==> src/rvCorePkg.sv <==
// shared widths, control enums and opcode encodings for the rv64i core and its testbench
package rvCorePkg;

  localparam int xlen = 64; // integer register and data width
  localparam int ilen = 32; // instruction width
  localparam int byteLanes = xlen / 8; // byte strobes per data word

  typedef enum logic [3:0] {
    aluAdd,
    aluSub,
    aluSll,
    aluSlt,
    aluSltu,
    aluXor,
    aluSrl,
    aluSra,
    aluOr,
    aluAnd,
    aluCopyB // lui, operand b straight through
  } aluOpE;

  typedef enum logic [2:0] {
    immI,
    immS,
    immB,
    immU,
    immJ,
    immR // register ops, no immediate
  } extOpE;

  typedef enum logic [2:0] {
    brNone,
    brJal,
    brJalr,
    brEq,
    brNe,
    brLt, // signed or unsigned, set by alu op
    brGe
  } branchOpE;

  typedef enum logic [2:0] {
    memNone,
    memB,
    memH,
    memW,
    memD,
    memBu,
    memHu,
    memWu
  } memOpE;

  typedef enum logic {
    selPc,
    selRs1
  } srcASelE;

  typedef enum logic [1:0] {
    selRs2,
    selImm,
    selFour
  } srcBSelE;

  typedef enum logic [1:0] {
    trapNone,
    trapEbreak,
    trapIllegal
  } trapE;

  // major opcodes, instr[6:0]
  typedef enum logic [6:0] {
    opLui    = 7'b0110111,
    opAuipc  = 7'b0010111,
    opJal    = 7'b1101111,
    opJalr   = 7'b1100111,
    opBranch = 7'b1100011,
    opLoad   = 7'b0000011,
    opStore  = 7'b0100011,
    opImm    = 7'b0010011,
    opReg    = 7'b0110011,
    opSystem = 7'b1110011
  } opcodeE;

endpackage

==> src/immGen.sv <==
// immediate generator, sign extends the instruction's immediate field for the decoded format
`timescale 1ns/100ps

module immGen (
  input  logic [rvCorePkg::ilen-1:0] instr,
  input  rvCorePkg::extOpE           extOp,
  output logic [rvCorePkg::xlen-1:0] imm
);

  logic sign;

  assign sign = instr[31]; // every format keeps its sign in bit 31

  always_comb begin
    case (extOp)
      rvCorePkg::immI: imm = {{52{sign}}, instr[31:20]};
      rvCorePkg::immS: imm = {{52{sign}}, instr[31:25], instr[11:7]};
      rvCorePkg::immB: imm = {{51{sign}}, sign, instr[7], instr[30:25], instr[11:8], 1'b0};
      rvCorePkg::immU: imm = {{32{sign}}, instr[31:12], 12'b0};
      rvCorePkg::immJ: imm = {{43{sign}}, sign, instr[19:12], instr[20], instr[30:21], 1'b0};
      default:         imm = '0; // immR
    endcase
  end

endmodule

==> config.mk <==
export PLATFORM = sky130hd
export DESIGN_NAME = immGen
export DESIGN_NICKNAME = d
export VERILOG_FILES = /design/src/rvCorePkg.sv /design/src/immGen.sv
export SDC_FILE = /design/constraint.sdc
export NUM_CORES = 1
export LEC_CHECK = 0
export ABC_AREA = 1
export BUFFER_PORTS_ARGS = -buffer_cell sky130_fd_sc_hd__clkbuf_2
export CAP_MARGIN = 20
export CELL_PAD_IN_SITES_DETAIL_PLACEMENT = 1
export CELL_PAD_IN_SITES_GLOBAL_PLACEMENT = 1
export CORE_MARGIN = 1
export CORE_UTILIZATION = 22
export DETAILED_ROUTE_END_ITERATION = 10
export PLACE_DENSITY_LB_ADDON = 0.08
export SYNTH_ARGS = -nofsm -noshare
export SYNTH_HDL_FRONTEND = slang
export SYNTH_SLANG_ARGS = --single-unit
==> constraint.sdc <==
create_clock -name vclk -period 5.25
set_clock_uncertainty 0.15 [all_clocks]
set_input_delay 1.05 -clock vclk [all_inputs]
set_output_delay 1.05 -clock vclk [all_outputs]
set_load 0.01 [all_outputs]
After elaboration in Yosys (flattened, before gate mapping)
Index checks and enable logic that the tools add are counted.
{ "classes": {"addsub": 0, "mul": 0, "n_div": 0, "magnitude_cmp": 0, "n_eq_ne": 4, "shift": 0, "n_mux": 1, "bitwise_logic": 0, "reduce_logical": 1} }
{ "op_table": {"columns": ["operator", "count"], "rows": [
  ["one-hot mux 64 bit (5 select lines)", 1],
  ["== test 3 x 2 -> 1 bit, second input constant", 2],
  ["== test 3 x 1 -> 1 bit, second input constant", 1],
  ["== test 3 bit, second input constant", 1],
  ["zero test 3 bit", 1]
]} }
{ "totals": {"reg_bits": 0, "latch_bits": 0, "mem_bits_rw": 0, "rom_bits": 0, "inputBits": 35, "out_inout_bits": 64, "wordCells": 6, "memories": 0} }

Longest topological paths before layout
{ "logic_depth": {"word_depth": 2, "depth_mapped": 5, "depth_no_buf": 4} }

Least setup slack after synthesis
No wires, ideal clock.
{ "synth_path": {"kind": "input-to-output", "startpoint": "input port extOp[1]", "endpoint": "output port imm[32] in the netlist's numbering", "arrival_time_ns": 2.709, "required_time_ns": 4.050, "setup_slack_ns": 1.341, "stages": 4, "n_path_buf": 1, "cell_sequence": "nor2_4 nor2_2 nor2_1 buf_4"} }
{ "synth_via": {"elab_chain_len": 2, "elab_cells_between_ends": 6, "classes_between": "eq/ne (4); mux (1); reduce/logical (1)"} }
{ "synth_rtl": {"columns": ["item", "line", "source"], "rows": [
  ["from (decl)", "immGen.sv:6", "input rvCorePkg::extOpE extOp,"],
  ["== test 3 bit (tied with other cells)", "immGen.sv:15", "case (extOp)"],
  ["one-hot mux 64 bit (5 select lines) *", "immGen.sv:15", null],
  ["to (decl)", "immGen.sv:7", "output logic [rvCorePkg::xlen-1:0] imm"]
]} }
Every way passes the cells marked *; elsewhere a longest branch is shown, timed or not.

Worst setup path in the final report
{ "layout_path": {"startpoint": "input port extOp[1]", "endpoint": "output port imm[61] in the netlist's numbering"} }
The elaborated chain is that of the path after synthesis.

==> summary.txt <==
Run status
  • Status: finished, final reports clean

Synth
  • Cell taking the most area after synthesis: buf_4
  • Mapped Area: 835 sq um
  • Synth unique cells: 17
  • Ranking of synthesized cells by area: buf_4, nand3_2, nand3_1, nand2_1, nand4_1
  • Post-Syn Nets: 169
  • Cells after Synth: 134
  • Seq/Total Area, Yosys: 0%
  • Yosys top cell area share: 28.8%
  • Yosys Warn Count: 0
  • Avg Inst Size Synth: 6.23 sq um

GRT
  • GRT overflow: 0
  • Initial antenna violation count: 0
  • GRT Util Overall: 13.1%
  • Largest net degree at the start of global routing: 34
  • First-pass GRT wire length: 4.42 mm
  • Vias in the first global route: 908

Timing
  • Relative slew slack: 74.2%
  • Fin crit period: 3.60 ns
  • Worst-margin pin slew: 0.387 ns
  • Setup TNS: 0 ns
  • Final Cycle Share: 68.6%
  • Endpoints failing hold: 0
  • Final Max Tran Viols: 0
  • Maximum clock frequency: 278 MHz
  • Unrepaired setup endpoints after global routing: no
  • Final setup viols: 0

Critical path
  • Worst setup path category: primary input to primary output
  • CP arrival: 2.40 ns
  • Crit end category: primary output
  • Crit path to: imm[61]
  • Critical path launch point: extOp[1]
  • Critical path launch point type: primary input
  • Max FO, Critical Path: 33
  • Worst EP required: 4.05 ns

Final layout
  • Layout overhead on the synthesized area: 28.6%
  • Register area: 0 sq um
  • Fin cells: 235
  • Most frequent cells in the layout: clkbuf_2, nand2_1, nand3_1, nand4_1, nand3_2
  • Most common library cell in the layout ignoring fill and taps: clkbuf_2
  • Clock buffers: 0
  • Layout cell share with drive strength beyond 1: 62.0%
  • NumNets Final: 224
  • Number of diodes: 0
  • Sequential cells: 0

Routing
  • Total Wirelength: 2.78 mm
  • 1st-iter DRT viols: 27
  • Drt pass-1 iters: 3
  • Average wire per standard cell: 11.8 microns
  • Drc violations: 0
  • Drt via density: 4.39
  • Antenna viol nets, final: 0
  • Via count: 1,032

Floorplan
  • DIE AREA: 0.00404 sq mm
  • Die X: 63.6 microns
  • Starting Density: 22.8%
  • CORE AREA: 0.00366 sq mm
  • Site row count: 22
  • Die Y: 63.6 microns
  • Boundary Pins: 99

CTS
  • Post-CTS Setup Repair Bufs: 0
  • Post_cts resized: 0
  • Post-CTS Hold Buffers: 0

Power and ir drop
  • Power Dens Cells: 105 mW/mm^2
  • Leak: 0.703 nW
  • Peak supply drop: 28.8 uV

Placed design
  • DP Wirelength: 2.18 mm
  • IO buf count: 92
  • Cells after DPL: 234
  • Final Wtd Congestion: 0.681

Job
  • # Max-Cap Violations: 0

Hold path
  • Hold Path Class: primary input to primary output
layer usage:
metal  routed length, microns  vias up  track usage, %
met2                     1390       49            25.0
met1                     1180      456            16.2
met5                        0        -               0
li1                         -      527               -
met4                        0        0               0
met3                      204        0            1.81
final cells by class:
class / instances / area, sq um
fill: 513 / 2590
tap: 48 / 60.1
multi-input combinational: 89 / 519
inverter: 5 / 18.8
timing repair buffer: 93 / 475
stage by stage:
step | hold WS [ns] | util [%] | instance area [sq um] | power, mW | setup slack [ns]
after floorplan | 2.05 | - | 835 | 0.0827 | 1.34
after global placement | 2.25 | 28.9 | 1060 | 0.111 | 1.19
after detailed placement | 2.25 | 28.9 | 1060 | 0.113 | 1.04
after CTS | 2.25 | 28.9 | 1060 | 0.114 | 1.04
after global routing | 2.26 | 29.3 | 1070 | 0.124 | 1.51
final | 2.25 | 29.3 | 1070 | 0.113 | 1.65
worst max-delay path, cell delays in order:
cell and delay (ns):
clkbuf_2 0.25, nor2_4 0.40, nor2_2 0.16, nor2_2 0.16, buf_8 0.21, clkbuf_2 0.17
where the power goes:
| group | switching [mW] | internal [mW] |
|---|---|---|
| Clock | 0 | 0 |
| Sequential | 0 | 0 |
| Combinational | 0.0688 | 0.0438 |
kinds of logic (layout without fill, tap and decap cells):
group	count (synthesis)	count (layout)	synth area share, %
AND/OR/NAND/NOR	87	87	60.7
buffers and inverters	45	98	38.1
AO/OA/AOI/OAI	2	2	1.20
cells in the mapped netlist:
cell type,count
nand4_1,14
buf_2,5
inv_1,2
nor2_2,1
nand3_2,10
nand2_4,2
nand2_2,2
nand2_1,25
nor2_4,3
nand3_4,1
buf_4,32
nand3_1,19
buf_6,3
a21oi_1,1
nor2_1,10
inv_2,3
o21ai_0,1
worst min-delay path by stage:
stage	startpoint	end	slack [ns]	cells after the start
finish	instr[25]	imm[5]	2.25	4
global route	instr[29]	imm[9]	2.26	4
CTS	instr[25]	imm[5]	2.25	4
detailed placement	instr[25]	imm[5]	2.25	4
global placement	instr[27]	imm[7]	2.25	4
floorplan	instr[30]	imm[10]	2.05	2
No activity file was read; power rests on OpenSTA's default activity.
