<file path="config.mk">
export PLATFORM = sky130hd
export DESIGN_NAME = regFile
export DESIGN_NICKNAME = d
export VERILOG_FILES = /design/src/rvCorePkg.sv /design/src/regFile.sv
export SDC_FILE = /design/constraint.sdc
export NUM_CORES = 2
export LEC_CHECK = 0
export BUFFER_PORTS_ARGS = -buffer_cell sky130_fd_sc_hd__buf_2
export CORE_MARGIN = 3
export CORE_UTILIZATION = 40
export DETAILED_ROUTE_END_ITERATION = 16
export SLEW_MARGIN = 10
export SYNTH_ARGS = -nofsm -noshare
export SYNTH_HDL_FRONTEND = slang
export SYNTH_SLANG_ARGS = --single-unit
</file>
<file path="constraint.sdc">
create_clock -name clk -period 4.8 [get_ports clk]
set_input_delay 0 -clock clk [delete_from_list [all_inputs] [get_ports clk]]
set_output_delay 0 -clock clk [all_outputs]
set_load 0.005 [all_outputs]
</file>
<file path="src/rvCorePkg.sv">
// shared widths, control enums and opcode encodings for the rv64i core and its testbench
package rvCorePkg;

  localparam int xlen = 64; // integer register and data width
  localparam int ilen = 32; // instruction width
  localparam int byteLanes = xlen / 8; // byte strobes per data word

  typedef enum logic [3:0] {
    aluAdd,
    aluSub,
    aluSll,
    aluSlt,
    aluSltu,
    aluXor,
    aluSrl,
    aluSra,
    aluOr,
    aluAnd,
    aluCopyB // lui, operand b straight through
  } aluOpE;

  typedef enum logic [2:0] {
    immI,
    immS,
    immB,
    immU,
    immJ,
    immR // register ops, no immediate
  } extOpE;

  typedef enum logic [2:0] {
    brNone,
    brJal,
    brJalr,
    brEq,
    brNe,
    brLt, // signed or unsigned, set by alu op
    brGe
  } branchOpE;

  typedef enum logic [2:0] {
    memNone,
    memB,
    memH,
    memW,
    memD,
    memBu,
    memHu,
    memWu
  } memOpE;

  typedef enum logic {
    selPc,
    selRs1
  } srcASelE;

  typedef enum logic [1:0] {
    selRs2,
    selImm,
    selFour
  } srcBSelE;

  typedef enum logic [1:0] {
    trapNone,
    trapEbreak,
    trapIllegal
  } trapE;

  // major opcodes, instr[6:0]
  typedef enum logic [6:0] {
    opLui    = 7'b0110111,
    opAuipc  = 7'b0010111,
    opJal    = 7'b1101111,
    opJalr   = 7'b1100111,
    opBranch = 7'b1100011,
    opLoad   = 7'b0000011,
    opStore  = 7'b0100011,
    opImm    = 7'b0010011,
    opReg    = 7'b0110011,
    opSystem = 7'b1110011
  } opcodeE;

endpackage

</file>
<file path="src/regFile.sv">
// integer register file, x0 reads zero, two async read ports and one clocked write port
`timescale 1ns/100ps

module regFile (
  input  logic                       clk,
  input  logic [4:0]                 rs1,
  input  logic [4:0]                 rs2,
  input  logic [4:0]                 rd,
  input  logic                       wen,
  input  logic [rvCorePkg::xlen-1:0] wdata,
  output logic [rvCorePkg::xlen-1:0] rs1Data,
  output logic [rvCorePkg::xlen-1:0] rs2Data
);

  logic [rvCorePkg::xlen-1:0] regs [1:31]; // no storage for x0

  always_ff @(posedge clk) begin
    if (wen && rd != 5'd0) begin // x0 writes dropped
      regs[rd] <= wdata;
    end
  end

  assign rs1Data = (rs1 == 5'd0) ? '0 : regs[rs1];
  assign rs2Data = (rs2 == 5'd0) ? '0 : regs[rs2];

endmodule

</file>
After elaboration in Yosys (flattened, before gate mapping)
Memories as Yosys holds them, arrays and structs flattened.
Cells that the tools add are included.
Storage, ports and cells
  bits in registers: 0
  bits in writable memories: 1984
  input bits: 81
  word-level logic and storage cells: 9
  memories: 1
Cells by class
  mux-type cells: 4
  reduce and logical (&&, ||, !) cells: 4
Memory list
  regs: depth 31, bits a word 64, read ports 2, clocked after memory_dff 0, wr ports 1, line regFile.sv:15  | logic [rvCorePkg::xlen-1:0] regs [1:31];
Operator list (count)
  64-bit two-way mux: 2
  5-bit logical NOT: 2
  5-bit nonzero test: 1
  1-bit two-way mux: 2
  1-bit logical AND: 1

Longest topological paths before layout
  word-level depth: 4
  gate-level depth with buffers: 10
  depth with buffers taken out: 5

Worst setup path before layout
OpenSTA, ideal clock, no wires.
  kind: input port to flip-flop
  start point: input rd[1]
  end point: memory regs[12][0] (netlist bit) (enable)
  arrival time: 3321 ps
  data required time: 4314 ps
  slack: 992 ps
  cell stages on the path: 3
  cell sequence: or3b_2 > clkbuf_1 > nor2_1
Between the ends
  word-level cells in the longest chain between the ends: 4
Ends and longest elaborated chain
  start: declaration: line regFile.sv:8  | input logic [4:0] rd,
  5-bit nonzero test: line regFile.sv:18  | if (wen && rd != 5'd0) begin
  1-bit logical AND: line regFile.sv:18
  1-bit two-way mux: line regFile.sv:18
  1-bit two-way mux (implied by the code): line regFile.sv:19  | regs[rd] <= wdata;
  end: declaration: line regFile.sv:15
Parallel ways exist; a longest one is shown, timed or not.

Worst setup path in the final report
  start point: input rs2[1]
  end point: output rs2Data[35] (netlist bit)
Between the ends
  word-level cells in the longest chain between the ends: 2
  elaborated cells on any way between the ends: 3
  classes of those cells: 1 x mux; 1 x reduce/logical; 1 x memory
Ends and longest elaborated chain
  start: declaration: line regFile.sv:7  | input logic [4:0] rs2,
  memory 31 x 64 bit or 5-bit logical NOT (tied branches)
  64-bit two-way mux *: line regFile.sv:24  | assign rs2Data = (rs2 == 5'd0) ? '0 : regs[rs2];
  end: declaration: line regFile.sv:12  | output logic [rvCorePkg::xlen-1:0] rs2Data
Mark *: on every way between the ends. The rest lies on a longest branch, timed or not.

==> metrics.cfg <==
[run_status]
status = finished, final reports clean

[detailed_routing]
drt_iter0_drc = 7683
drc = 0
dr_wl_met2_um = 149000
viasPerCell = 6.55
antenna_left = 0
wl_met3_um = 29500
wl_per_cell_um = 35.4
num_vias = 58600
wl_met1_um = 125000
finalWirelength_um = 317000
dr.pass1.iters = 6
routed.top_layer = met5

[cts]
hold_buffers = 69
cts_sinks = 1984
h-tree-depth = 4
clockRootBuffer = clkbuf_16
cts_setup_buffers = 0
cts_tree = done
cts_buffers = 203
ctsLongestPathBuffers = 3
path_clk_slew_ns = 0.06
post_cts_resized = 0

[global_routing]
grt_max_degree = 139
grt_use_total_pct = 26.1
antenna_found_initial = 25
grt_pass1_wl_um = 441000
grt_pass1_vias = 58100
overflow = 0

[logic_synthesis]
yosys_warnings = 0
yosys-top-cells-area = edfxtp_1 64%, mux2i_1 12%, mux4_2 11%, a22oi_1 3.0%, a211oi_1 1.0%
synth_seq_cells = 1984
synth_edf_count = 1984
synth.top_cell.area_share_pct = 64.2
synthesis.area_mm2 = 0.0929
synth.avg_cell_area_um2 = 16.8
synthCells = 5541
synthArstFlopShare_pct = 0
syn-num-nets = 5622
ys_seq_area_share_pct = 64.2
ys_types = 37
synth.largest_area_cell = edfxtp_1
synth_top_flop_cell = edfxtp_1

[die]
core_area_mm2 = 0.230
dieArea_mm2 = 0.238
std_cell_rows = 176
die_w_um = 488
dieHeight_um = 488
ios = 209
initial_core_util_pct = 40.3

[sta]
slew_headroom_pct = 10.8
final-setup-viol-count = 0
whs_ns = 0.137
tightest_slew_ns = 1.34
grt_setup_unrepaired = no
finalSetupTns_ns = 0
period_minus_slack_ns = 3.54
period_share_pct = 73.7
drv_slew = 0
final_hold_viol_count = 0
fmax_mhz = 283

[placed_design]
post_dp_cell_area_mm2 = 0.0978
dp_hpwl_um = 169000
placed_cells = 8488
io_buffers = 208
place.gp.congestion = 0.813

[layout]
final_common_cell = edfxtp_1
drive_above_1_share_pct = 20.0
largest_reg_flops = 1984
nets = 5817
instances_no_fill = 8947
regMostFlops = regs
syn2layout_area_growth_pct = 13.1
reg.largest.list = regs (1984)
final_cell_area_mm2 = 0.105
final_cell_mix = 1984 x edfxtp_1, 1080 x mux2i_1, 440 x mux4_2, 368 x a22oi_1, 224 x nand2_1

[setup_path]
cp.required_ns = 4.80
critPathKind = primary input to primary output
start_kind = primary input
crit_fanout = 75
arrival_ns = 3.54
endpoint_kind = primary output

[hold_path]
min_from = rd[1]
whs_path_depth = 3
holdPathEnd = regs[20][0]$_DFFE_PP_
hold_class = primary input to register

[run]
cap_violations = 0

[power_and_ir_drop]
power_mw = 38.7
vdd_ir_drop_max_mv = 0.357
power_density_mw_per_mm2 = 368
p_leak_nw = 35.8

==> worst max-delay path, stage by stage <==
cell and delay (ns):
buf_8 0.37, nor2b_4 1.15, buf_12 0.49, a22oi_1 0.15
a21oi_1 0.18, a211oi_1 0.07, a31oi_1 0.70, buf_2 0.25
==> per-layer routing <==
metal,vias up,track usage [%]
met5,-,0
met4,10,9.96
li1,23500,-
met2,3393,41.9
met3,650,4.64
met1,31100,35.4
==> kinds of logic (layout without fill, tap and decap cells) <==
logic type	after synthesis	count (layout)	share of synthesized area, %
DFF	1984	1984	64.2
and+or+nand+nor	461	461	2.10
AOI/OAI and AO/OA	1090	1090	8.58
other	0	9	0
muxes	1548	1548	22.7
buffers and inverters	458	829	2.51
==> power by group <==
part           leakage [nW]  switching, mW  internal, mW  total (mW)
logic                  14.8           2.26          1.30        3.56
registers              17.9         0.0889          19.3        19.4
clock network          3.18           6.80          8.93        15.7
==> synthesized netlist by cell type, drive strengths merged (2+ instances only) <==
cell	instances
nand2b	2
a21oi	164
edfxtp	1984
mux2	28
nand2	226
o221ai	36
a211oi	128
and2	5
a31oi	64
buf	251
nor2	137
o21ai	64
a221oi	28
or3	3
nor3	38
mux4	440
a22o	109
or3b	3
nor2b	39
nand3	2
a32o	63
a21o	32
mux2i	1080
clkbuf	206
a211o	32
a22oi	368
nand3b	5
==> worst max path at each step <==
stage,startpoint,end,slack (ns),cells past startpoint
floorplan,rd[1],regs[12][0]$_DFFE_PP_,0.99,3
global placement,rs2[1],rs2Data[35],1.46,8
detailed placement,rs2[1],rs2Data[35],1.40,8
CTS,rs2[1],rs2Data[35],1.40,8
global route,rs2[1],rs2Data[35],1.31,8
finish,rs2[1],rs2Data[35],1.26,8
==> through the flow <==
| stage | setup slack, ns | util [%] |
|---|---|---|
| finish | 1.26 | 45.6 |
| global route | 1.31 | 45.6 |
| CTS | 1.40 | 45.6 |
| detailed placement | 1.40 | 42.5 |
| global placement | 1.46 | 42.5 |
| floorplan | 0.992 | - |
==> area by class of cell <==
cell class	instances	area [µm²]
inverter	1	3.75
tap	3026	3790
sequential	1984	59600
fill	19800	125000
timing repair buffer	447	3830
antenna	9	22.5
clock buffer	250	5280
clock inverter	131	1250
multi-input combinational	3099	31300
(Power assumes the default switching activity.)
