**config.mk**
```make
export PLATFORM = sky130hd
export DESIGN_NAME = loadStoreUnit
export DESIGN_NICKNAME = d
export VERILOG_FILES = /design/src/rvCorePkg.sv /design/src/loadStoreUnit.sv
export SDC_FILE = /design/constraint.sdc
export NUM_CORES = 1
export LEC_CHECK = 0
export BUFFER_PORTS_ARGS = -buffer_cell sky130_fd_sc_hd__buf_4
export CAP_MARGIN = 20
export CORE_MARGIN = 5
export CORE_UTILIZATION = 35
export DETAILED_ROUTE_END_ITERATION = 7
export PLACE_DENSITY = 0.67
export SLEW_MARGIN = 20
export SYNTH_ARGS = -nofsm -noshare
export SYNTH_HDL_FRONTEND = slang
export SYNTH_SLANG_ARGS = --single-unit
```
**constraint.sdc**
```tcl
create_clock -name vclk -period 1.45
set_input_delay 0 -clock vclk [all_inputs]
set_output_delay 0 -clock vclk [all_outputs]
set_load 0.1 [all_outputs]
```
**src/rvCorePkg.sv**
```systemverilog
// shared widths, control enums and opcode encodings for the rv64i core and its testbench
package rvCorePkg;

  localparam int xlen = 64; // integer register and data width
  localparam int ilen = 32; // instruction width
  localparam int byteLanes = xlen / 8; // byte strobes per data word

  typedef enum logic [3:0] {
    aluAdd,
    aluSub,
    aluSll,
    aluSlt,
    aluSltu,
    aluXor,
    aluSrl,
    aluSra,
    aluOr,
    aluAnd,
    aluCopyB // lui, operand b straight through
  } aluOpE;

  typedef enum logic [2:0] {
    immI,
    immS,
    immB,
    immU,
    immJ,
    immR // register ops, no immediate
  } extOpE;

  typedef enum logic [2:0] {
    brNone,
    brJal,
    brJalr,
    brEq,
    brNe,
    brLt, // signed or unsigned, set by alu op
    brGe
  } branchOpE;

  typedef enum logic [2:0] {
    memNone,
    memB,
    memH,
    memW,
    memD,
    memBu,
    memHu,
    memWu
  } memOpE;

  typedef enum logic {
    selPc,
    selRs1
  } srcASelE;

  typedef enum logic [1:0] {
    selRs2,
    selImm,
    selFour
  } srcBSelE;

  typedef enum logic [1:0] {
    trapNone,
    trapEbreak,
    trapIllegal
  } trapE;

  // major opcodes, instr[6:0]
  typedef enum logic [6:0] {
    opLui    = 7'b0110111,
    opAuipc  = 7'b0010111,
    opJal    = 7'b1101111,
    opJalr   = 7'b1100111,
    opBranch = 7'b1100011,
    opLoad   = 7'b0000011,
    opStore  = 7'b0100011,
    opImm    = 7'b0010011,
    opReg    = 7'b0110011,
    opSystem = 7'b1110011
  } opcodeE;

endpackage

```
**src/loadStoreUnit.sv**
```systemverilog
// byte lane steering for the data port, store mask and data shift plus load extract and extend
`timescale 1ns/100ps

module loadStoreUnit (
  input  logic [2:0]                      addr, // byte offset in the doubleword
  input  rvCorePkg::memOpE                memOp,
  input  logic [rvCorePkg::xlen-1:0]      storeData,
  input  logic [rvCorePkg::xlen-1:0]      rdata,
  output logic [rvCorePkg::byteLanes-1:0] wmask,
  output logic [rvCorePkg::xlen-1:0]      wdata,
  output logic [rvCorePkg::xlen-1:0]      loadData
);

  logic [5:0]                      bitShift;
  logic [rvCorePkg::byteLanes-1:0] baseMask;
  logic [rvCorePkg::xlen-1:0]      lane;

  assign bitShift = {addr, 3'b000};

  always_comb begin
    case (memOp)
      rvCorePkg::memB, rvCorePkg::memBu: baseMask = 8'h01;
      rvCorePkg::memH, rvCorePkg::memHu: baseMask = 8'h03;
      rvCorePkg::memW, rvCorePkg::memWu: baseMask = 8'h0f;
      rvCorePkg::memD:                   baseMask = 8'hff;
      default:                           baseMask = 8'h00;
    endcase
  end

  assign wmask = baseMask << addr; // aligned, never spills past lane 7
  assign wdata = storeData << bitShift;

  assign lane = rdata >> bitShift; // selected bytes down to bit 0

  always_comb begin
    case (memOp)
      rvCorePkg::memB:  loadData = {{56{lane[7]}}, lane[7:0]};
      rvCorePkg::memH:  loadData = {{48{lane[15]}}, lane[15:0]};
      rvCorePkg::memW:  loadData = {{32{lane[31]}}, lane[31:0]};
      rvCorePkg::memD:  loadData = lane;
      rvCorePkg::memBu: loadData = {56'b0, lane[7:0]};
      rvCorePkg::memHu: loadData = {48'b0, lane[15:0]};
      rvCorePkg::memWu: loadData = {32'b0, lane[31:0]};
      default:          loadData = '0;
    endcase
  end

endmodule

```
==> Word-level counts from Yosys, hierarchy flattened <==
Index checks and enable logic that the tools add are counted.
{ "classes": {"addsub": 0, "multipliers": 0, "div_mod_pow": 0, "order_cmp": 0, "eq_ne": 7, "shift": 3, "muxes": 2, "n_bitwise": 0, "reduce_logical": 3} }
{ "op_table": {"columns": ["cell", "count"], "rows": [
  ["$pmux 64 s7", 1],
  ["$shl 64x6->64", 1],
  ["$shr 64x6->64", 1],
  ["$pmux 8 s4", 1],
  ["$eq 3x3->1 const B", 4],
  ["$shl 8x3->8", 1],
  ["$eq 3x2->1 const B", 2],
  ["$reduce_or 2->1", 3],
  ["$eq 3x1->1 const B", 1]
]} }
{ "word_totals": {"register_bits": 0, "latchBits": 0, "ram_bits": 0, "romBits": 0, "input_bits": 134, "output_inout_bits": 136, "elab_cells": 15, "memories": 0} }

==> Longest topological paths before layout <==
{ "depth": {"depth_word": 4, "ltp_mapped": 8, "mapped_depth_nobuf": 6} }

==> Worst setup path before layout <==
OpenSTA, ideal clock, no wires.
{ "synth_timing": {"path_type": "input to output", "startpoint": "input addr[1]", "endpoint": "output wdata[45] (netlist name)", "arrival_time_ps": 3101, "t_required_ps": 1450, "setup_slack_ps": -1651, "cell_stages": 7, "path_buffers": 4, "cell_sequence": "buf_6 -> buf_8 -> buf_12 -> buf_8 -> mux2i_1 -> and2_1 -> o32ai_1"} }
{ "synth_via": {"elab_chain_cells": 1} }
{ "synth_lines": {"columns": ["element", "line", "source"], "rows": [
  ["start: declaration", "loadStoreUnit.sv:5", "input logic [2:0] addr,"],
  ["$shl 64x6->64", "loadStoreUnit.sv:31", "assign wdata = storeData << bitShift;"],
  ["end: declaration", "loadStoreUnit.sv:10", "output logic [rvCorePkg::xlen-1:0] wdata,"]
]} }
No other way between the ends.

==> Final worst setup path <==
{ "layout_timing": {"startpoint": "input addr[0]", "endpoint": "output loadData[32] (netlist name)"} }
{ "layout_via": {"elab_chain_cells": 2} }
{ "layout_lines": {"columns": ["element", "line", "source"], "rows": [
  ["$shr 64x6->64", "loadStoreUnit.sv:33", "assign lane = rdata >> bitShift;"],
  ["$pmux 64 s7", "loadStoreUnit.sv:36", "case (memOp)"],
  ["end: declaration", "loadStoreUnit.sv:11", "output logic [rvCorePkg::xlen-1:0] loadData"]
]} }
No other way between the ends.

==> results.md <==
- Synthesized net count: around 730
- Crit share post-route: around 100%
- Post-Syn Area: 0.00439 sq mm
- Global-route wire length before repair: 33.8 mm
- Fin crit period: roughly 1400 ps
- Core Area: between 0.01 and 0.015 sq mm
- Final setup vio count: 0
- Core Util, Final: between 70% and 80%
- Critical Path Start: addr[0]
- Drt drc: 0
- Seq/Total Area, Yosys: 0%
- Net count of the finished layout: 1,057
- Syn Area/Cell: approximately 7.5 sq um
- GP Congestion: 0.946
- Final hold slack: roughly 470 ps
- Starting Density: between 30% and 40%
- Critical path class: input port to output port
- Final instance area: ~0.0099 sq mm
- Final WS setup: 1.03 ps
- Outcome: complete, no violations
- Iter 0 DRT Violations: roughly 440
- Initial antenna violation count: 0
- Hold Path Class: input port to output port
- N_diodes: 0
- Hold_buf cts: 0
- Hold Path Origin: storeData[4]
- Worst-path fanout max: 12
- Final-layout clock buffer total: 0
- Cells after synthesis: 586
- Most frequent cells in the layout: buf_4, mux2i_1, nand2_1, buf_12, buf_6
- Die X: 122 microns
- Cell variety after synth: 48
- Max_cap viols: 0
- Synth warn: 0
- TritonRoute pass-1 iters: 5
- Io pins: 270
- Slew @ Worst Pin: 452 ps
- Max VDD drop: between 0.4 and 0.5 mV
- Post-DP HPWL: roughly 18 mm
- Leak: 0.00429 uW
- Slew margin rel.: 69.9%
- FF+latch count: 0
- Final ANT Viol Nets: 0
- Die Footprint: roughly 0.015 sq mm
- Worst path required time: between 1000 and 1500 ps
- RSZ-0062 raised after global routing: yes
- Power density cells: about 670 mW/mm^2
- Fraction of layout cells with a size suffix above 1: between 60 and 70%
- Max-slew violation count: 0
- Register area: 0 sq um
- Placed inst area: 0.00861 sq mm
- Final WL: between 20 and 25 mm
- Total track usage: ~28%
- Most common cell after layout, fill and taps aside: buf_4
- Largest net degree at the start of global routing: 61
- Via count: ~6,400
- WP data arrival: 1450 ps
- Synth-to-Final Area Change: 124%
- Post-DR vias/cell: 5.87
- Post-Place Worst Slack: -118 ps
- # rows: a little over 40
- Avg WL per Cell: 22.2 microns
- Die Ht: 122 microns
- Vias in the first global route: between 6,000 and 7,000
- Fin. Hold Viols: 0
- Overflow after GRT: 0
- Crit path launch type: input port
- Max Clk Rate: a little under 0.7 GHz
- Port Buf Inserts: 270
- CP Capture Type: output port
layer usage:
layer	part of all wire, %	up-vias	GRT usage [%]
met5	0	-	0
met4	3.2	0	5.46
met3	9.3	64	5.71
met2	52	373	51.5
met1	36	3063	34.0
li1	-	2876	-
through the flow:
step	total power, uW	setup TNS [ps]	std cells
final	6560	0	1087
after global routing	6760	-954	1087
after CTS	6110	-15.3	1071
after detailed placement	5860	-4370	1068
after global placement	5830	-3030	1068
after floorplan	4410	-15410	586
kinds of logic after synthesis:
kind of cell,Yosys count,synth area share [%]
mux,149,39.4
fa+ha+maj,6,1.71
buf+inv,74,11.1
simple gates,210,23.6
compound gates,147,24.2
power by group:
group          internal [uW]  switching, uW  total (uW)
Clock                      0              0           0
Combinational           2270           4290        6560
Sequential                 0              0           0
Total                   2270           4290        6560
cells in the mapped netlist (all sizes together), types with 4 or more instances:
cell type	instances	area (sq um)
a21oi	43	226
ha	6	75.1
nand3	12	60.1
mux2i	113	1140
mux2	20	229
o2bb2ai	9	78.8
nand2b	5	31.3
inv	4	15.0
o2111ai	8	82.6
o32ai	8	70.1
nand4	26	169
nand2	64	240
nor2	58	220
o211ai	25	268
and2	20	125
buf	52	405
a22oi	10	85.1
mux4	16	360
o21ai	35	183
clkbuf	18	67.6
nor2b	16	100
worst paths after layout:
check	depth (start not counted)	to
max	9	loadData[32]
min	3	wdata[4]
critical path, cell delays in order:
cell     delay [ps]
buf_8           120
nor2b_1         150
buf_4           130
a22oi_2         170
nand4_1         170
buf_12          200
buf_12          140
nand4_1         140
buf_8           220
area by class of cell:
cell class,instances,area [sq um]
fillers,794,2610
inverters,4,16.3
multi-input cells,512,5410
well taps,172,215
repair buffers,399,4210
repair_timing:
item                       4_1_cts  5_1_grt
cloned                           0        8
setup endpoints to repair       84       99
setup buffers                    3        8
pin swaps                        3       14
gates resized for setup         97      137
(Power assumes the default switching activity.)
