`src/rvCorePkg.sv`:
```
// shared widths, control enums and opcode encodings for the rv64i core and its testbench
package rvCorePkg;

  localparam int xlen = 64; // integer register and data width
  localparam int ilen = 32; // instruction width
  localparam int byteLanes = xlen / 8; // byte strobes per data word

  typedef enum logic [3:0] {
    aluAdd,
    aluSub,
    aluSll,
    aluSlt,
    aluSltu,
    aluXor,
    aluSrl,
    aluSra,
    aluOr,
    aluAnd,
    aluCopyB // lui, operand b straight through
  } aluOpE;

  typedef enum logic [2:0] {
    immI,
    immS,
    immB,
    immU,
    immJ,
    immR // register ops, no immediate
  } extOpE;

  typedef enum logic [2:0] {
    brNone,
    brJal,
    brJalr,
    brEq,
    brNe,
    brLt, // signed or unsigned, set by alu op
    brGe
  } branchOpE;

  typedef enum logic [2:0] {
    memNone,
    memB,
    memH,
    memW,
    memD,
    memBu,
    memHu,
    memWu
  } memOpE;

  typedef enum logic {
    selPc,
    selRs1
  } srcASelE;

  typedef enum logic [1:0] {
    selRs2,
    selImm,
    selFour
  } srcBSelE;

  typedef enum logic [1:0] {
    trapNone,
    trapEbreak,
    trapIllegal
  } trapE;

  // major opcodes, instr[6:0]
  typedef enum logic [6:0] {
    opLui    = 7'b0110111,
    opAuipc  = 7'b0010111,
    opJal    = 7'b1101111,
    opJalr   = 7'b1100111,
    opBranch = 7'b1100011,
    opLoad   = 7'b0000011,
    opStore  = 7'b0100011,
    opImm    = 7'b0010011,
    opReg    = 7'b0110011,
    opSystem = 7'b1110011
  } opcodeE;

endpackage

```
`src/controlDecoder.sv`:
```
// combinational rv64i decoder, turns one instruction word into datapath controls and a trap cause
`timescale 1ns/100ps

module controlDecoder (
  input  logic [rvCorePkg::ilen-1:0] instr,
  output rvCorePkg::aluOpE           aluOp,
  output rvCorePkg::extOpE           extOp,
  output rvCorePkg::branchOpE        branchOp,
  output rvCorePkg::memOpE           memOp,
  output rvCorePkg::srcASelE         srcASel,
  output rvCorePkg::srcBSelE         srcBSel,
  output rvCorePkg::trapE            trap,
  output logic                       regWen,
  output logic                       memToReg,
  output logic                       memWen
);

  logic [6:0] opcode;
  logic [2:0] funct3;
  logic [6:0] funct7;
  logic illegal;
  rvCorePkg::aluOpE aluFn; // shared op table for OP and OP-IMM

  assign opcode = instr[6:0];
  assign funct3 = instr[14:12];
  assign funct7 = instr[31:25];

  always_comb begin
    case (funct3)
      3'b000: aluFn = (opcode == rvCorePkg::opReg && instr[30]) ? rvCorePkg::aluSub
                                                               : rvCorePkg::aluAdd; // addi ignores bit 30
      3'b001: aluFn = rvCorePkg::aluSll;
      3'b010: aluFn = rvCorePkg::aluSlt;
      3'b011: aluFn = rvCorePkg::aluSltu;
      3'b100: aluFn = rvCorePkg::aluXor;
      3'b101: aluFn = instr[30] ? rvCorePkg::aluSra : rvCorePkg::aluSrl;
      3'b110: aluFn = rvCorePkg::aluOr;
      default: aluFn = rvCorePkg::aluAnd;
    endcase
  end

  always_comb begin
    aluOp    = rvCorePkg::aluAdd;
    extOp    = rvCorePkg::immR;
    branchOp = rvCorePkg::brNone;
    memOp    = rvCorePkg::memNone;
    srcASel  = rvCorePkg::selRs1;
    srcBSel  = rvCorePkg::selRs2;
    trap     = rvCorePkg::trapNone;
    regWen   = 1'b0;
    memToReg = 1'b0;
    memWen   = 1'b0;
    illegal  = 1'b0;
    case (opcode)
      rvCorePkg::opLui: begin
        srcBSel = rvCorePkg::selImm;
        aluOp   = rvCorePkg::aluCopyB; // rd = imm
        extOp   = rvCorePkg::immU;
        regWen  = 1'b1;
      end
      rvCorePkg::opAuipc: begin
        srcASel = rvCorePkg::selPc;
        srcBSel = rvCorePkg::selImm;
        extOp   = rvCorePkg::immU;
        regWen  = 1'b1;
      end
      rvCorePkg::opJal: begin
        srcASel  = rvCorePkg::selPc; // link value pc+4 out of the alu
        srcBSel  = rvCorePkg::selFour;
        extOp    = rvCorePkg::immJ;
        branchOp = rvCorePkg::brJal;
        regWen   = 1'b1;
      end
      rvCorePkg::opJalr: begin
        srcASel  = rvCorePkg::selPc;
        srcBSel  = rvCorePkg::selFour;
        extOp    = rvCorePkg::immI;
        branchOp = rvCorePkg::brJalr;
        regWen   = 1'b1;
        illegal  = (funct3 != 3'b000);
      end
      rvCorePkg::opBranch: begin
        extOp = rvCorePkg::immB; // compare rs1 against rs2
        case (funct3)
          3'b000: begin aluOp = rvCorePkg::aluSub;  branchOp = rvCorePkg::brEq; end
          3'b001: begin aluOp = rvCorePkg::aluSub;  branchOp = rvCorePkg::brNe; end
          3'b100: begin aluOp = rvCorePkg::aluSlt;  branchOp = rvCorePkg::brLt; end
          3'b101: begin aluOp = rvCorePkg::aluSlt;  branchOp = rvCorePkg::brGe; end
          3'b110: begin aluOp = rvCorePkg::aluSltu; branchOp = rvCorePkg::brLt; end
          3'b111: begin aluOp = rvCorePkg::aluSltu; branchOp = rvCorePkg::brGe; end
          default: illegal = 1'b1; // 010, 011
        endcase
      end
      rvCorePkg::opLoad: begin
        srcBSel  = rvCorePkg::selImm; // address = rs1 + imm
        extOp    = rvCorePkg::immI;
        memToReg = 1'b1;
        regWen   = 1'b1;
        case (funct3)
          3'b000: memOp = rvCorePkg::memB;
          3'b001: memOp = rvCorePkg::memH;
          3'b010: memOp = rvCorePkg::memW;
          3'b011: memOp = rvCorePkg::memD;
          3'b100: memOp = rvCorePkg::memBu;
          3'b101: memOp = rvCorePkg::memHu;
          3'b110: memOp = rvCorePkg::memWu;
          default: illegal = 1'b1;
        endcase
      end
      rvCorePkg::opStore: begin
        srcBSel = rvCorePkg::selImm;
        extOp   = rvCorePkg::immS;
        memWen  = 1'b1;
        case (funct3)
          3'b000: memOp = rvCorePkg::memB;
          3'b001: memOp = rvCorePkg::memH;
          3'b010: memOp = rvCorePkg::memW;
          3'b011: memOp = rvCorePkg::memD;
          default: illegal = 1'b1;
        endcase
      end
      rvCorePkg::opImm: begin
        srcBSel = rvCorePkg::selImm;
        extOp   = rvCorePkg::immI;
        aluOp   = aluFn;
        regWen  = 1'b1;
        if (funct3 == 3'b001) begin
          illegal = (instr[31:26] != 6'b000000); // slli, 6-bit shamt
        end else if (funct3 == 3'b101) begin
          illegal = (instr[31:26] != 6'b000000) && (instr[31:26] != 6'b010000);
        end
      end
      rvCorePkg::opReg: begin
        aluOp  = aluFn;
        regWen = 1'b1;
        if (funct7 == 7'b0100000) begin
          illegal = (funct3 != 3'b000) && (funct3 != 3'b101); // only sub and sra
        end else begin
          illegal = (funct7 != 7'b0000000); // mul/div land here too
        end
      end
      rvCorePkg::opSystem: begin
        if (instr == 32'h0010_0073) begin
          trap = rvCorePkg::trapEbreak;
        end else begin
          illegal = 1'b1; // ecall, csr ops
        end
      end
      default: illegal = 1'b1;
    endcase

    if (illegal) begin
      trap     = rvCorePkg::trapIllegal;
      regWen   = 1'b0;
      memWen   = 1'b0;
      memToReg = 1'b0;
    end
  end

endmodule

```
`config.mk`:
```
export PLATFORM = sky130hd
export DESIGN_NAME = controlDecoder
export DESIGN_NICKNAME = d
export VERILOG_FILES = /design/src/rvCorePkg.sv /design/src/controlDecoder.sv
export SDC_FILE = /design/constraint.sdc
export NUM_CORES = 1
export LEC_CHECK = 0
export BUFFER_PORTS_ARGS = -buffer_cell sky130_fd_sc_hd__buf_2
export CAP_MARGIN = 20
export CORE_MARGIN = 3
export CORE_UTILIZATION = 25
export DETAILED_ROUTE_END_ITERATION = 16
export PLACE_DENSITY = 0.69
export SLEW_MARGIN = 20
export SYNTH_ARGS = -nofsm -noshare
export SYNTH_HDL_FRONTEND = slang
export SYNTH_SLANG_ARGS = --single-unit
export TNS_END_PERCENT = 5
```
`constraint.sdc`:
```
create_clock -name vclk -period 1.6
set_input_delay 0.16 -clock vclk [all_inputs]
set_output_delay 0.16 -clock vclk [all_outputs]
set_load 0.005 [all_outputs]
```
Yosys cells after proc, flatten, opt, wreduce, memory -nomap -nowiden

Index checks and enable logic that the tools add are counted.

Equal/unequal tests: 21
Muxes and demuxes: 30
Reductions and logical operators: 23

Operators with widths:

| operator                                                                | count |
|---|---|
| 32-bit by 21-bit == test with 1-bit output, second input constant       | 1 |
| 7-bit by 6-bit == test with 1-bit output, second input constant         | 4 |
| 7-bit == test, second input constant                                    | 4 |
| 4-bit one-hot mux with 7 select lines                                   | 1 |
| 3-bit one-hot mux with 4 select lines                                   | 2 |
| 3-bit one-hot mux with 7 select lines                                   | 1 |
| 1-bit two-way mux                                                       | 18 |
| 3-bit one-hot mux with 3 select lines                                   | 2 |
| 2-bit OR reduction                                                      | 8 |
| 3-bit one-hot mux with 5 select lines                                   | 1 |
| 7-bit by 5-bit == test with 1-bit output, second input constant         | 2 |
| 7-bit OR reduction                                                      | 2 |
| 3-bit == test, second input constant                                    | 4 |
| 4-bit one-hot mux with 3 select lines                                   | 1 |
| 3-bit OR reduction                                                      | 3 |
| 1-bit one-hot mux with 8 select lines                                   | 1 |
| 7-bit by 2-bit == test with 1-bit output, second input constant         | 1 |
| 7-bit nonzero test                                                      | 1 |
| 3-bit by 2-bit == test with 1-bit output, second input constant         | 2 |
| 6-bit by 5-bit inequality test with 1-bit output, second input constant | 1 |
| 3-bit one-hot mux with 2 select lines                                   | 1 |
| 6-bit nonzero test                                                      | 1 |
| 6-bit OR reduction                                                      | 1 |
| 5-bit OR reduction                                                      | 1 |
| 8 further kinds                                                         | 10 |

Bits in registers: 0
Input port bits: 32
Output and inout port bits: 21
Logic and storage cells: 74

Longest topological paths before layout

Word-level depth: 6
Gate-level depth with buffers: 8
Gate-level depth less buffers: 5

Worst setup path after synthesis

No wires, ideal clock.

Path type: input -> output
Start: input port instr[26] in the netlist's numbering
End: output port trap[1]
Arrival time: 1.397 ns
Slack: 0.043 ns
Stages: 6
Cells stage by stage: or4_4 -> nor3_4 -> a2111oi_1 -> nor4_2 -> o21ai_1 -> buf_4

Longest elaborated chain between the ends: 6
Elaborated cells on any way between the ends: 12
Those cells by class: eq/ne (3); mux (6); reduce/logical (3)

RTL lines:

| item                                                                                          | RTL line                                     | RTL |
|---|---|---|
| from (decl)                                                                                   | controlDecoder.sv:5                          | `input logic [rvCorePkg::ilen-1:0] instr,` |
| 6-bit by 5-bit inequality test with 1-bit output / 6-bit nonzero test (equally long branches) | controlDecoder.sv:130, controlDecoder.sv:128 |  |
| 1-bit logical AND                                                                             | controlDecoder.sv:130                        | `illegal = (instr[31:26] != 6'b000000) && (instr[31:26] != 6'b010000);` |
| 1-bit two-way mux                                                                             | controlDecoder.sv:129                        | `end else if (funct3 == 3'b101) begin` |
| 1-bit two-way mux                                                                             | controlDecoder.sv:127                        | `if (funct3 == 3'b001) begin` |
| 1-bit one-hot mux with 8 select lines *                                                       | controlDecoder.sv:54                         | `case (opcode)` |
| named net illegal                                                                             | controlDecoder.sv:21                         | `logic illegal;` |
| 2-bit two-way mux *                                                                           | controlDecoder.sv:152                        | `if (illegal) begin` |
| to (decl)                                                                                     | controlDecoder.sv:12                         | `output rvCorePkg::trapE trap,` |

The timed path passes the listed nets; every way through them passes the cells marked *.

Worst setup path after layout

Start: input port instr[31] in the netlist's numbering
End: output port regWen

Longest elaborated chain between the ends: 6
Elaborated cells on any way between the ends: 12
Those cells by class: eq/ne (3); mux (6); reduce/logical (3)

RTL lines:

| item                                                                                          | RTL line                                     | RTL |
|---|---|---|
| 6-bit by 5-bit inequality test with 1-bit output / 6-bit nonzero test (equally long branches) | controlDecoder.sv:130, controlDecoder.sv:128 |  |
| 1-bit logical AND                                                                             | controlDecoder.sv:130                        |  |
| 1-bit two-way mux                                                                             | controlDecoder.sv:129                        |  |
| 1-bit two-way mux                                                                             | controlDecoder.sv:127                        |  |
| 1-bit one-hot mux with 8 select lines *                                                       | controlDecoder.sv:54                         |  |
| 1-bit two-way mux *                                                                           | controlDecoder.sv:152                        |  |
| to (decl)                                                                                     | controlDecoder.sv:13                         | `output logic regWen,` |

Mark *: on every way between the ends. The rest lies on a longest branch, timed or not.

==> results.md <==
Outcome:
- The run finished, with violations left.
- The final reports fail on negative setup slack.

Clock network:
- The number of hold buffers added after CTS was 0.
- Once the clock tree was built, the setup fixing pass inserted 0 buffers.

Setup path:
- The critical path is of the in2out type.
- The critical path startpoint category is an input pin.
- The required time at the worst-slack endpoint is between 1 and 1.5 ns.
- The largest incremental delay on the critical path is 0.56 ns.
- For the worst setup path, the data arrival time is 1.60 ns.
- The slowest stage of the critical path is the or4_4 cell.
- The critical-path maximum fanout is 2.
- The worst setup path is captured at a primary output.
- The critical path goes through buf_6 -> or4_4 -> nor3_2 -> o22ai_1 -> nor4_2 -> and3_1 -> buf_2.

Timing:
- At the pin with the least slew margin, the transition time is between 0.4 and 0.5 ns.
- Timing would allow up to 569 MHz.
- The worst path uses 110% of the clock period.
- Measured against its own limit, the worst slew margin works out to 71.9%.
- Setup repair after global routing could not meet its margin everywhere.
- The post-route worst setup slack is -0.156 ns.
- The number of hold violations in the final report is 0.
- Setup violations remaining at the end of the flow were counted as 2.
- The final critical-path required period is 1.76 ns.
- The max-slew violation count is 0.

Placed design:
- The number of placed instances with taps included is 195.
- The congestion estimate from routability-driven global placement came to 0.904.
- Port buffering added 53 buffers.
- The HPWL reported at the end of detailed placement is about 2000 um.

Die:
- Measured along the x axis, the die boundary spans 56.2 um.
- The floorplan step defined a die boundary enclosing 3160 um2.
- The I/O pin total is 53.
- The core outline area is 2300 um2.
- The die extent in y is 56.2 um.
- In this run the core area contains 17 standard-cell rows.
- For this configuration, the core starts out at a cell density of 27.5%.

Drt:
- The via count normalized by instance count is 5.33.
- The detail route stage leaves a number of antenna-violating nets equal to 0.
- The first-pass iteration count of the detailed router is 4.
- The initial DRC count is 24.
- The final wirelength is 2420 um.
- The final route contains 1,040 vias.
- The post-route DRC violation count is 0.
- The wire length per cell is ~12 um.

GRT:
- The overall global routing resource usage is 14.0%.
- Summed over all layers, the global routing overflow is 0.
- The number of antenna violations at the first check in global routing is 0.
- The first global-routing pass estimated 3890 um of wire.
- Entering global routing, the biggest net connects 17 pins.
- The via count of the first global-routing pass is 944.

Yosys:
- In the post-synthesis netlist, the biggest area contributors are nor2_1 (7.7%), o21ai_0 (6.3%), a21oi_1 (4.8%).
- The cell type with the largest total area after synthesis is nor2_1.
- Each instance of the synthesized netlist takes up on average about 6 um2.
- The synthesized net count is 138.
- The number of warnings printed during yosys synthesis is 0.
- The post-synthesis instance total is between 100 and 150.
- In this run, distinct cell masters in the synthesized netlist total 45.
- The synthesized design devotes to its leading area cell type 7.74% of total area.
- The portion of the post-synthesis area used by sequential elements is 0%.
- The mapped cell area is approximately 630 um2.

Layout:
- The final non-filler cell total is approximately 200.
- After filler insertion, the fill cell instance count of the layout stands at 248.
- Leaving out fill and tap cells, the most frequent cell in the layout is buf_2.
- The antenna diode instance count is 0.
- The post-layout net count is 201.
- The area added between synthesis and finish is 66.7%.
- Of the cells placed in the final design, the portion with a size suffix greater than 1 is 49.1%.
- The register cell area after layout is 0 um2.
- In the layout the commonest cells are buf_2 (52), buf_4 (19), nor2_1 (12).
- In the finished design the tool counted flip-flops and latches totalling 0.
- The footprint of the multi-input gates is ~590 um2.
- In the finished layout, the clock tree contains a buffer count of 0.

Hold path:
- The source of the worst hold timing path is instr[19].
- The path with the worst hold slack has its endpoint at trap[0].
- The worst hold path was traced through 5 stages.
- The tightest min-delay check is of the in2out type.

Power:
- The total power divided by cell area is roughly 180 nW/um2.
- The worst-case IR drop observed on VDD is ~0.075 mV.
- Total power for the finished layout comes to 0.000189 W.
- The leakage power is 0.506 nW.

Run:
- Across the run, the number of max-cap violations was 0.
-- routing by layer --
layer	vias to the layer above	wire length, um	track usage [%]
met5	-	0	0
met4	0	0	0.678
met3	0	234	2.32
met2	48	1140	27.2
met1	466	1040	16.5
li1	526	-	-
-- kinds of logic (layout without fill, tap and decap cells) --
kind of cell           count (synthesis)  count (layout)  synth area share [%]
AO/OA/AOI/OAI                         33              33                  34.9
XOR/XNOR                               2               2                  2.78
buffers and inverters                 15              76                  10.3
multiplexers                           1               1                  1.59
AND/OR/NAND/NOR                       55              55                  50.4
-- through the flow --
step                util (%)  hold WS [ns]  cell area [um2]  TNS [ns]  setup WS (ns)
detailed placement      44.6         0.682             1020    -0.476         -0.271
floorplan                  -         0.458              631         0         0.0431
global route            45.8         0.703             1050    -0.437         -0.207
finish                  45.8         0.677             1050    -0.253         -0.156
global placement        44.6         0.685             1020    -0.377         -0.218
CTS                     45.0         0.683             1030    -0.344         -0.205
-- cell type report --
| class | instances | share of cell area [%] |
|---|---|---|
| inverter | 4 | 1.43 |
| multi-input combinational | 91 | 55.8 |
| tap | 28 | 3.33 |
| timing repair buffer | 72 | 39.4 |
-- cells in the mapped netlist (3+ instances only) --
master	instances
inv_1	3
nand2_1	7
clkbuf_1	6
a21oi_1	6
nor3_1	6
nor2_1	13
buf_2	4
nor2b_1	3
nor4_1	4
nand3_1	4
o21ai_0	8
-- power breakdown --
| part | total, W | internal (W) | switching [W] | leakage, nW |
|---|---|---|---|---|
| sequential | 0 | 0 | 0 | 0 |
| combinational | 0.000189 | 0.0000918 | 0.0000975 | 0.506 |
| clock | 0 | 0 | 0 | 0 |
| total | 0.000189 | 0.0000918 | 0.0000975 | 0.506 |
-- worst max path at each step --
stage                   end       from  cells past startpoint  slack (ns)
floorplan           trap[1]  instr[26]                      6        0.04
global placement     regWen  instr[26]                      7       -0.22
detailed placement   regWen  instr[26]                      7       -0.27
CTS                  regWen  instr[31]                      7       -0.21
global route         regWen  instr[31]                      7       -0.21
finish               regWen  instr[31]                      7       -0.16
-- worst max-delay path: cells and delay by family --
family                 cells  cell delay, ns
AO/OA/AOI/OAI              1            0.10
buffers and inverters      2            0.19
AND/OR/NAND/NOR            4            1.15
-- what timing repair did --
item,in CTS,in global routing
endpoints found under the setup margin,2,7
resized for setup,2,5
pin swaps,5,2
Power figures use the tool's default switching activity.
